<file path="src/hw/ht_defines.svh">
`ifndef HT_DEFINES_SVH
`define HT_DEFINES_SVH

// widths of the stored fields
`define HT_KEY_WIDTH    8
`define HT_DATA_WIDTH   16

// every table has 2**HT_ADR_WIDTH slots
`define HT_ADR_WIDTH    3
`define HT_NUM_TABLES   4

`define HT_IDX_WIDTH    ((`HT_NUM_TABLES > 1) ? $clog2(`HT_NUM_TABLES) : 1)
`define HT_ENTRY_WIDTH  (1 + `HT_KEY_WIDTH + `HT_DATA_WIDTH)  // valid + key + data

// 0 is the idle op
`define HT_OP_WIDTH     2

`endif
</file>
<file path="src/hw/ht_ctrl_pkg.sv">
`default_nettype none

`include "ht_defines.svh"

package ht_ctrl_pkg;

    typedef enum logic [`HT_OP_WIDTH-1:0] {
        OP_NOP    = 2'd0,
        OP_READ   = 2'd1,
        OP_WRITE  = 2'd2,
        OP_DELETE = 2'd3
    } op_e;

    typedef struct packed {
        logic                      valid;
        op_e                       op;
        logic [`HT_KEY_WIDTH-1:0]  key;
        logic [`HT_DATA_WIDTH-1:0] data;
    } req_t;

    typedef struct packed {
        logic no_element_found;
        logic key_already_present;
        logic no_write_space;
        logic no_deletion_target;
    } status_t;

    typedef struct packed {
        logic                      valid;
        op_e                       op;
        logic [`HT_DATA_WIDTH-1:0] data;
        status_t                   status;
    } resp_t;

    // one committed write into one table slot
    typedef struct packed {
        logic                       en;
        logic [`HT_IDX_WIDTH-1:0]   idx;
        logic [`HT_ADR_WIDTH-1:0]   adr;
        logic [`HT_ENTRY_WIDTH-1:0] entry;   // same layout as entry_t
    } tbl_wr_t;

endpackage

`default_nettype wire

</file>
<file path="src/hw/ht_types_pkg.sv">
`default_nettype none

`include "ht_defines.svh"

package ht_types_pkg;

    typedef logic [`HT_KEY_WIDTH-1:0]  key_t;
    typedef logic [`HT_DATA_WIDTH-1:0] data_t;
    typedef logic [`HT_ADR_WIDTH-1:0]  tbl_adr_t;
    typedef logic [`HT_IDX_WIDTH-1:0]  tbl_idx_t;

    // content of one slot
    typedef struct packed {
        logic  valid;
        key_t  key;
        data_t data;
    } entry_t;

    typedef logic [`HT_ADR_WIDTH-1:0] h3_row_t;              // one row per key bit
    typedef h3_row_t [`HT_KEY_WIDTH-1:0] h3_matrix_t;
    typedef h3_matrix_t [`HT_NUM_TABLES-1:0] h3_set_t;

    typedef entry_t [`HT_NUM_TABLES-1:0] entry_vec_t;        // read-out of every table
    typedef tbl_adr_t [`HT_NUM_TABLES-1:0] adr_vec_t;

endpackage

`default_nettype wire

</file>
<file path="src/hw/hash_table.sv">
`timescale 1ns/1ps
`default_nettype none

`include "ht_defines.svh"

module hash_table (
    input  wire                        clk,
    input  wire                        rst_n_i,
    input  wire                        ready_i,
    input  wire ht_ctrl_pkg::req_t     req_i,
    input  wire ht_types_pkg::h3_set_t h3_matrix_i,
    output ht_ctrl_pkg::resp_t         resp_o
);

    import ht_types_pkg::*;
    import ht_ctrl_pkg::*;

    adr_vec_t   rd_adr;
    adr_vec_t   s1_adr_q;
    req_t       s1_req_q;
    entry_vec_t bank_entries;
    entry_vec_t fwd_entries;
    tbl_wr_t    tbl_wr;

    generate
        for (genvar t = 0; t < `HT_NUM_TABLES; t++) begin : g_table
            h3_hash hash_0 (
                .key_i    (req_i.key),
                .matrix_i (h3_matrix_i[t]),
                .adr_o    (rd_adr[t])
            );

            table_bank #(
                .TABLE_IDX (tbl_idx_t'(t))
            ) block_ram (
                .clk      (clk),
                .rst_n_i  (rst_n_i),
                .en_i     (ready_i),
                .rd_adr_i (rd_adr[t]),
                .wr_i     (tbl_wr),
                .entry_o  (bank_entries[t])
            );
        end
    endgenerate

    // stage 1, lines up with the bank read-out
    always_ff @(posedge clk or negedge rst_n_i) begin
        if (!rst_n_i) begin
            s1_req_q <= '0;
        end else if (ready_i) begin
            s1_req_q <= req_i;
        end
    end

    always_ff @(posedge clk) begin
        if (ready_i) begin
            s1_adr_q <= rd_adr;
        end
    end

    forward_unit forward_updater (
        .clk       (clk),
        .rst_n_i   (rst_n_i),
        .en_i      (ready_i),
        .wr_i      (tbl_wr),
        .adr_i     (s1_adr_q),
        .entries_i (bank_entries),
        .entries_o (fwd_entries)
    );

    ht_controller controller (
        .clk       (clk),
        .rst_n_i   (rst_n_i),
        .en_i      (ready_i),
        .req_i     (s1_req_q),
        .adr_i     (s1_adr_q),
        .entries_i (fwd_entries),
        .wr_o      (tbl_wr),
        .resp_o    (resp_o)
    );

endmodule

`default_nettype wire

</file>
<file path="src/hw/ht_controller.sv">
`timescale 1ns/1ps
`default_nettype none

`include "ht_defines.svh"

module ht_controller (
    input  wire                           clk,
    input  wire                           rst_n_i,
    input  wire                           en_i,
    input  wire ht_ctrl_pkg::req_t        req_i,
    input  wire ht_types_pkg::adr_vec_t   adr_i,
    input  wire ht_types_pkg::entry_vec_t entries_i,
    output ht_ctrl_pkg::tbl_wr_t          wr_o,
    output ht_ctrl_pkg::resp_t            resp_o
);

    import ht_types_pkg::*;
    import ht_ctrl_pkg::*;

    logic     hit;
    tbl_idx_t hit_idx;
    logic     free;
    tbl_idx_t free_idx;
    entry_t   wr_entry;
    status_t  status_d;
    data_t    rd_data_d;

    // walk downwards so the lowest table wins
    always_comb begin
        hit      = 1'b0;
        hit_idx  = '0;
        free     = 1'b0;
        free_idx = '0;
        for (int t = `HT_NUM_TABLES - 1; t >= 0; t--) begin
            if (entries_i[t].valid && entries_i[t].key == req_i.key) begin
                hit     = 1'b1;
                hit_idx = tbl_idx_t'(t);
            end
            if (!entries_i[t].valid) begin
                free     = 1'b1;
                free_idx = tbl_idx_t'(t);
            end
        end
    end

    // the bank takes the write on the same enabled edge as the response
    always_comb begin
        status_d  = '0;
        rd_data_d = '0;
        wr_entry  = entries_i[hit_idx];
        wr_o.en   = 1'b0;
        wr_o.idx  = hit_idx;
        case (req_i.op)
            OP_READ: begin
                if (hit) begin
                    rd_data_d = entries_i[hit_idx].data;
                end else begin
                    status_d.no_element_found = 1'b1;
                end
            end
            OP_WRITE: begin
                wr_entry = '{valid: 1'b1, key: req_i.key, data: req_i.data};
                wr_o.idx = free_idx;
                if (hit) begin
                    status_d.key_already_present = 1'b1;
                end else if (!free) begin
                    status_d.no_write_space = 1'b1;
                end else begin
                    wr_o.en = req_i.valid;
                end
            end
            OP_DELETE: begin
                wr_entry.valid = 1'b0;  // keep key and data, only free the slot
                if (hit) begin
                    wr_o.en = req_i.valid;
                end else begin
                    status_d.no_deletion_target = 1'b1;
                end
            end
            default: begin
            end
        endcase
        wr_o.adr   = adr_i[wr_o.idx];
        wr_o.entry = wr_entry;
    end

    always_ff @(posedge clk or negedge rst_n_i) begin
        if (!rst_n_i) begin
            resp_o <= '0;
        end else if (en_i) begin
            resp_o.valid  <= req_i.valid;
            resp_o.op     <= req_i.op;
            resp_o.data   <= rd_data_d;
            resp_o.status <= req_i.valid ? status_d : '0;
        end
    end

endmodule

`default_nettype wire

</file>
<file path="src/hw/forward_unit.sv">
`timescale 1ns/1ps
`default_nettype none

`include "ht_defines.svh"

module forward_unit (
    input  wire                           clk,
    input  wire                           rst_n_i,
    input  wire                           en_i,
    input  wire ht_ctrl_pkg::tbl_wr_t     wr_i,
    input  wire ht_types_pkg::adr_vec_t   adr_i,
    input  wire ht_types_pkg::entry_vec_t entries_i,
    output ht_types_pkg::entry_vec_t      entries_o
);

    import ht_types_pkg::*;

    logic     fwd_en_q;
    tbl_idx_t fwd_idx_q;
    tbl_adr_t fwd_adr_q;
    entry_t   fwd_entry_q;

    always_ff @(posedge clk or negedge rst_n_i) begin
        if (!rst_n_i) begin
            fwd_en_q <= 1'b0;
        end else if (en_i) begin
            fwd_en_q <= wr_i.en;
        end
    end

    // write of the last enabled edge, missed by the bank read-out
    always_ff @(posedge clk) begin
        if (en_i) begin
            fwd_idx_q   <= tbl_idx_t'(wr_i.idx);
            fwd_adr_q   <= tbl_adr_t'(wr_i.adr);
            fwd_entry_q <= entry_t'(wr_i.entry);
        end
    end

    always_comb begin
        for (int t = 0; t < `HT_NUM_TABLES; t++) begin
            if (fwd_en_q && fwd_idx_q == tbl_idx_t'(t) && adr_i[t] == fwd_adr_q) begin
                entries_o[t] = fwd_entry_q;
            end else begin
                entries_o[t] = entries_i[t];
            end
        end
    end

endmodule

`default_nettype wire

</file>
<file path="src/hw/table_bank.sv">
`timescale 1ns/1ps
`default_nettype none

`include "ht_defines.svh"

module table_bank #(
    parameter ht_types_pkg::tbl_idx_t TABLE_IDX = '0
) (
    input  wire                         clk,
    input  wire                         rst_n_i,
    input  wire                         en_i,
    input  wire ht_types_pkg::tbl_adr_t rd_adr_i,
    input  wire ht_ctrl_pkg::tbl_wr_t   wr_i,
    output ht_types_pkg::entry_t        entry_o
);

    import ht_types_pkg::*;

    localparam int SLOTS = 2 ** `HT_ADR_WIDTH;

    key_t                key_mem  [SLOTS];
    data_t               data_mem [SLOTS];
    logic [SLOTS-1:0]    valid_q;
    key_t                rd_key_q;
    data_t               rd_data_q;
    logic                rd_valid_q;
    entry_t              wr_entry;
    logic                wr_hit;

    assign wr_entry = entry_t'(wr_i.entry);
    assign wr_hit   = wr_i.en && (tbl_idx_t'(wr_i.idx) == TABLE_IDX);

    // read-first, the old slot content comes out on a colliding write
    always_ff @(posedge clk) begin
        if (en_i) begin
            if (wr_hit) begin
                key_mem[wr_i.adr]  <= wr_entry.key;
                data_mem[wr_i.adr] <= wr_entry.data;
            end
            rd_key_q  <= key_mem[rd_adr_i];
            rd_data_q <= data_mem[rd_adr_i];
        end
    end

    always_ff @(posedge clk or negedge rst_n_i) begin
        if (!rst_n_i) begin
            valid_q    <= '0;
            rd_valid_q <= 1'b0;
        end else if (en_i) begin
            if (wr_hit) begin
                valid_q[wr_i.adr] <= wr_entry.valid;
            end
            rd_valid_q <= valid_q[rd_adr_i];
        end
    end

    assign entry_o = '{valid: rd_valid_q, key: rd_key_q, data: rd_data_q};

endmodule

`default_nettype wire

</file>
<file path="src/hw/h3_hash.sv">
`timescale 1ns/1ps
`default_nettype none

`include "ht_defines.svh"

module h3_hash (
    input  wire ht_types_pkg::key_t       key_i,
    input  wire ht_types_pkg::h3_matrix_t matrix_i,
    output ht_types_pkg::tbl_adr_t        adr_o
);

    import ht_types_pkg::*;

    // xor of the rows picked by the set key bits
    always_comb begin
        adr_o = '0;
        for (int b = 0; b < `HT_KEY_WIDTH; b++) begin
            if (key_i[b]) begin
                adr_o = adr_o ^ h3_row_t'(matrix_i[b]);
            end
        end
    end

endmodule

`default_nettype wire

</file>
<file path="config.mk">
export PLATFORM = sky130hd
export DESIGN_NAME = hash_table
export DESIGN_NICKNAME = d
export VERILOG_FILES = /design/src/hw/ht_ctrl_pkg.sv /design/src/hw/ht_types_pkg.sv /design/src/hw/hash_table.sv /design/src/hw/ht_controller.sv /design/src/hw/forward_unit.sv /design/src/hw/table_bank.sv /design/src/hw/h3_hash.sv
export VERILOG_INCLUDE_DIRS = /design/src /design/src/hw
export SDC_FILE = /design/constraint.sdc
export NUM_CORES = 1
export LEC_CHECK = 0
export BUFFER_PORTS_ARGS = -buffer_cell sky130_fd_sc_hd__buf_2
export CORE_MARGIN = 2
export CORE_UTILIZATION = 43
export DETAILED_ROUTE_END_ITERATION = 10
export GPL_TIMING_DRIVEN = 0
export MAX_ROUTING_LAYER = met4
export PLACE_DENSITY = 0.61
export SLEW_MARGIN = 20
export SYNTH_ARGS = -nofsm -noshare
export SYNTH_HDL_FRONTEND = slang
export SYNTH_SLANG_ARGS = --single-unit
</file>
<file path="constraint.sdc">
create_clock -name clk -period 8.92 [get_ports clk]
set_input_delay 0.892 -clock clk [delete_from_list [all_inputs] [get_ports clk]]
set_output_delay 0.892 -clock clk [all_outputs]
set_load 0.02 [all_outputs]
</file>
==> results of run 1 <==
## layer usage
layer  vias to the layer above  part of all wire, %
li1                      12609                    -
met1                     14038                   42
met2                      1396                   46
met3                       222                  8.5
met4                         0                  3.4
met5                         -                    0
## metrics by stage
step | setup TNS [ns] | cell area [sq um]
finish | 0 | 49600
global route | 0 | 49600
CTS | 0 | 49600
detailed placement | 0 | 46100
global placement | -980.80 | 44100
floorplan | 0 | 41800
## cell type report
cell class / instances / area [sq um]
clock buffers: 146 / 2890
plain buffers: 202 / 802
well taps: 1276 / 1600
multi-input cells: 2014 / 11900
clock inverters: 46 / 569
repair buffers: 308 / 2300
flip-flops and latches: 993 / 29400
inverters: 43 / 161
fillers: 8280 / 46800
diodes: 3 / 7.51
## cells by family after synthesis
| logic type | synth area share (%) |
|---|---|
| AO/OA/AOI/OAI | 4.61 |
| AND/OR/NAND/NOR | 15.4 |
| flip-flops | 70.3 |
| XOR/XNOR | 2.66 |
| buffers and inverters | 2.30 |
| multiplexers | 4.72 |
## where the power goes
group          leakage, nW  switching, mW  internal [mW]
Clock                 1.69           1.81           2.58
Combinational         6.86           2.91           1.23
Sequential            9.44          0.252           5.88
Total                 18.0           4.97           9.69
## state kept, by name (all words and copies together) (netlist names)
name	flops
g_table.block_ram.rd_data_q	64
g_table.block_ram.valid_q	32
g_table.block_ram.data_mem	512
forward_updater.fwd_entry_q	25
g_table.block_ram.rd_valid_q	4
forward_updater.fwd_en_q	1
controller.resp_o	23
forward_updater.fwd_idx_q	2
forward_updater.fwd_adr_q	3
g_table.block_ram.key_mem	256
s1_adr_q	12
g_table.block_ram.rd_key_q	32
s1_req_q	27
## how the worst min path moves through the flow
stage / endpoint / cells after the start / slack (ns) / start
after floorplan: g_table[1].block_ram.valid_q[1] / 1 / 0.48 / g_table[1].block_ram.valid_q[1]
after global placement: controller.resp_o[20] / 1 / 0.49 / controller.resp_o[20]
after detailed placement: controller.resp_o[20] / 1 / 0.49 / controller.resp_o[20]
after CTS: g_table[3].block_ram.valid_q[5] / 1 / 0.17 / rst_n_i
after global routing: g_table[3].block_ram.valid_q[5] / 1 / 0.19 / rst_n_i
final: g_table[3].block_ram.valid_q[5] / 1 / 0.16 / rst_n_i
## layout by cell type (no fill, tap or decap), types with 7 or more instances in the layout
cell type  count
and3_1        13
mux2i_1       17
edfxtp_1     906
a31oi_1        8
xnor2_1       92
nor2_1       128
buf_6         21
nand4_1        9
nand3b_1      14
nand2_1      889
or3b_2         7
or4_1          7
clkinv_2      15
nor4_2        20
nor3_1         7
xor2_1        31
nand2b_1      10
buf_16        20
clkinv_1      15
clkbuf_8      13
mux2_2        58
a311o_1        9
mux4_2        51
o21ai_4       16
a21oi_1       15
bufinv_16     11
inv_1         37
dfrtp_1       87
buf_4         61
buf_2        220
o22ai_1       37
o32ai_1       18
nand3_1      312
clkbuf_16    104
buf_1         10
nor4_4        16
clkbuf_1     199
o21ai_0      153
==> results.md, run 1 <==
- Net Count, Synth: 3378
- Initial DRC Count: 3267
- Tightest Pin Transition: 1.23 ns
- Number of port buffers: 148
- Global-route wire length before repair: 182000 um
- Hold Violations, Final: 0
- Grt peak-use layer: met2
- Fmax: 0.176 GHz
- CTS tree: done
- DP Worst Slack: 3.45 ns
- Vias per std cell: 5.62
- Worst reg2reg path depth: 12
- CP cell instances: clkbuf_1 > xnor2_1 > nand4_1 > or4_1 > a211oi_2 > nor2_1 > nand3_1 > clkbuf_1 > o22ai_1 > o32ai_1 > o21ai_4 > buf_16
- Clk_lat worst skew: 0.69 ns
- Top cells by area, synth: edfxtp_1 (65%), nand2_1 (8.0%), dfrtp_1 (5.2%)
- Pins Over Slew Limit: 0
- Core Region: 96400 sq um
- Yosys cell types: 69
- Die Wd: 316 um
- Row count: 114
- Flop2flop setup slack: 3.24 ns
- Final Util: 51.4%
- Min Hold Slack: 0.164 ns
- Layout cells sized above 1: 18.1%
- Initial Utilization: 43.3%
- Crit start category: flip-flop
- Sink Count: 993
- Worst path bufs/invs: 3
- Register area share after synthesis: 70.3%
- Nets: 3790
- Mean post-synth cell area: 12.8 sq um
- Crit. Startpoint: s1_adr_q[1]
- Max-cap violations: 0
- Crit path capture: g_table[0].block_ram.data_mem[2][1]
- Fin crit share: 63.7%
- CP Depth: 12
- GRT overflow: 0
- CTS Buf Count: 102
- Final setup viols: 0
- Vias in the first global route: 26800
- Run status: completed
- M3 GR Usage: 3.84%
- Gpl congestion: 0.930
- Worst hold-check path type: in -> async
- Min Tclk post-route: 5.68 ns
- CP max stage delay: 1.06 ns
- Placed cell count: 4836
- Crit Reg-Reg Endpoint: g_table[0].block_ram.data_mem[2][1]
- CP Max Fanout: 17
- Yosys reg bits: 993
- Yosys top cell area share: 65.1%
- Post-DP HPWL: 90600 um
- Met1 Track Usage GR: 35.4%
- IO Count: 149
- Setup ws final: 3.24 ns
- EDFF count, synth: 906
- Clock Tree Buf Depth: 3
- P_leak: 18.0 nW
- Cts hold-fix bufs: 0
- WS Path Type: reg -> reg
- Die area: 99700 sq um
- H-tree Lvls: 3
- Root Driver: clkbuf_16
- Max_slew headroom: 17.8%
- CP top delay family: compound AO/OA/AOI/OAI gates
- Synth area leader: edfxtp_1
- # Post-CTS Setup Buffers: 0
- Max VDD drop: 195 uV
- CP max-delay cell: o32ai_1
- Crit. End Element: flip-flop
- Initial antenna violation count: 3
- Post-Syn Instances: 3252
- Synthesized area: 41800 sq um
- CP most frequent cell: clkbuf_1
- Post-route insts no fill: 5031
- DR vias: 28265
- Worst Clk Skew: 0.0381 ns
- Synth warnings: 0
- Global routing usage on met2: 39.5%
- GRT Overall Usage: 25.8%
- Required @ worst endpoint: 9.32 ns
- Post-CTS sizing: 0
- Die Y: 316 um
- Routed length per instance: 24.9 um
- Synth Flop Type: edfxtp_1
- PD cells: 296 nW/um^2
- WL final: 125000 um
- Tot Pwr: 14.7 mW
- Critical R2R Launch: s1_adr_q[1]
- Async S/R FF share, synth: 8.76%
- Synth top cells by count: edfxtp_1 (906), nand2_1 (889), nand3_1 (312)
- First-pass DRT Iterations: 5
- Clock-pin transition on the worst setup and hold timing paths: 0.06 ns
- Largest net degree at the start of global routing: 96
- RSZ-0062 raised after global routing: false
- DRT antenna net count: 0
- DR DRC count: 0
- Area grow syn2layout: 18.7%
- CP arrival: 6.08 ns
- Most frequent cell after synthesis: edfxtp_1
(Power assumes the default switching activity.)
==> run 2: changes to the inputs <==
Clock period 8.92 ns to 5.9 ns, I/O delays scaled along.
==> results.md, run 2 (synthesized netlist as in run 1, its figures left out) <==
- Run status: completed
- GRT overflow: 0
- Fin crit share: 96.8%
- WS Path Type: reg -> reg
- Number of port buffers: 148
- CP cell instances: buf_2 > xnor2_1 > nand4_2 > nor4_1 > o22ai_1 > or4_1 > a31oi_1 > nor2_1 > o32ai_1 > o21ai_4 > buf_16
- Final Util: 51.4%
- Top flop regs: g_table.block_ram.data_mem: 512 flops, g_table.block_ram.key_mem: 256 flops, g_table.block_ram.rd_data_q: 64 flops
- Clock-pin transition on the worst setup and hold timing paths: 0.07 ns
- Worst hold-check path type: in -> reg
- Required @ worst endpoint: 6.30 ns
- Initial Utilization: 43.3%
- H-tree Lvls: 3
- Vias in the first global route: 26800
- Pins Over Slew Limit: 0
- DRT antenna net count: 0
- Die Y: 316 um
- Clk_lat worst skew: 0.69 ns
- Largest net degree at the start of global routing: 96
- CP arrival: 6.11 ns
- Crit start category: flip-flop
- Root Driver: clkbuf_16
- Post-DP HPWL: 90600 um
- Max-cap violations: 0
- Gpl congestion: 0.930
- CP top delay family: compound AO/OA/AOI/OAI gates
- Worst path bufs/invs: 2
- CTS tree: done
- Sink Count: 993
- Vias per std cell: 5.60
- CTS Buf Count: 102
- Die area: 99700 sq um
- P_leak: 18.0 nW
- CP Max Fanout: 17
- Area grow syn2layout: 18.7%
- Crit. Startpoint: s1_adr_q[8]
- CP max stage delay: 1.03 ns
- RSZ-0062 raised after global routing: false
- Tot Pwr: 22.2 mW
- Worst Clk Skew: 0.0380 ns
- Clock Tree Buf Depth: 3
- Initial DRC Count: 3277
- WL final: 125000 um
- Row count: 114
- Min Tclk post-route: 5.71 ns
- Final setup viols: 0
- Layout cells sized above 1: 18.1%
- Tightest Pin Transition: 1.20 ns
- Most common cell after layout, fill and taps aside: edfxtp_1
- Core Region: 96400 sq um
- Initial antenna violation count: 3
- Critical R2R Launch: s1_adr_q[8]
- Global-route wire length before repair: 182000 um
- First-pass DRT Iterations: 9
- CP max-delay cell: o32ai_1
- Nets: 3791
- Max FFs per register: 512
- Routed length per instance: 24.9 um
- Max_slew headroom: 20.0%
- Commonest non-fill, non-tap cells in the layout: edfxtp_1 (906), nand2_1 (889), nand3_1 (312)
- DR vias: 28176
- Crit. End Element: flip-flop
- GRT Overall Usage: 25.8%
- Largest register by flop count: g_table.block_ram.data_mem
- PD cells: 447 nW/um^2
- Hold Violations, Final: 0
- DR DRC count: 0
- Fmax: 0.175 GHz
- Fillcell total: 8279
- Die Wd: 316 um
- Max VDD drop: 295 uV
- IO Count: 149
- Hold_sp: req_i[26]
- Setup TNS: 0 ns
run 2: metal layers:
metal | track usage, % | vias to the layer above | share of wire (%)
li1 | - | 12616 | -
met1 | 35.4 | 14003 | 42
met2 | 39.5 | 1337 | 46
met3 | 3.84 | 220 | 8.8
met4 | 8.75 | 0 | 3.3
met5 | - | - | 0
run 2: power by group:
| group | total (mW) | internal (mW) | switching (mW) |
|---|---|---|---|
| registers | 9.26 | 8.89 | 0.378 |
| logic | 6.25 | 1.86 | 4.40 |
| clock network | 6.64 | 3.90 | 2.74 |
| total | 22.2 | 14.6 | 7.51 |
run 2: layout make-up:
cell class	instances	area, sq um	share of cell area [%]
Multi-Input combinational cell	2014	11900	23.9
Tap cell	1276	1600	3.22
Clock inverter	46	569	1.15
Clock buffer	146	2890	5.83
Sequential cell	993	29400	59.3
Antenna cell	1	2.50	0.00505
Buffer	202	802	1.62
Inverter	43	161	0.326
Timing Repair Buffer	309	2310	4.66
run 2: repair_timing:
action	in CTS	in global routing
hold buffers	1	0
setup buffers	0	0
resized for setup	0	0
endpoints found under the hold margin	45	0
run 2: worst reg2reg max path, stage by stage, from the launching register on:
cell and delay [ns]:
edfxtp_1 0.37, buf_2 0.20, xnor2_1 0.23, nand4_2 0.38
nor4_1 0.40, o22ai_1 0.20, or4_1 0.68, a31oi_1 0.95
nor2_1 0.26, o32ai_1 1.03, o21ai_4 0.41, buf_16 0.30
run 2: path summary, 6_finish.rpt:
path	endpoint	slack, ns	cells past startpoint
worst max-delay path	g_table[0].block_ram.data_mem[0][1]	0.19	11
max in group asynchronous	s1_req_q[11]	4.82	3
worst min register to register	controller.resp_o[20]	0.50	1
worst max register to register	g_table[0].block_ram.data_mem[0][1]	0.19	11
min in group asynchronous	g_table[3].block_ram.valid_q[5]	0.43	2
worst min-delay path	s1_req_q[26]	0.13	2
run 2: metrics by stage:
| stage | std cells | instance area [sq um] | hold slack, ns | setup WS (ns) |
|---|---|---|---|---|
| finish | 5030 | 49600 | 0.134 | 0.191 |
| global route | 5030 | 49600 | 0.126 | 0.0603 |
| CTS | 5029 | 49600 | 0.107 | 0.389 |
| detailed placement | 4836 | 46100 | 0.491 | 0.425 |
| global placement | 4676 | 44100 | 0.485 | -5.14 |
| floorplan | 3252 | 41800 | 0.294 | 0.179 |
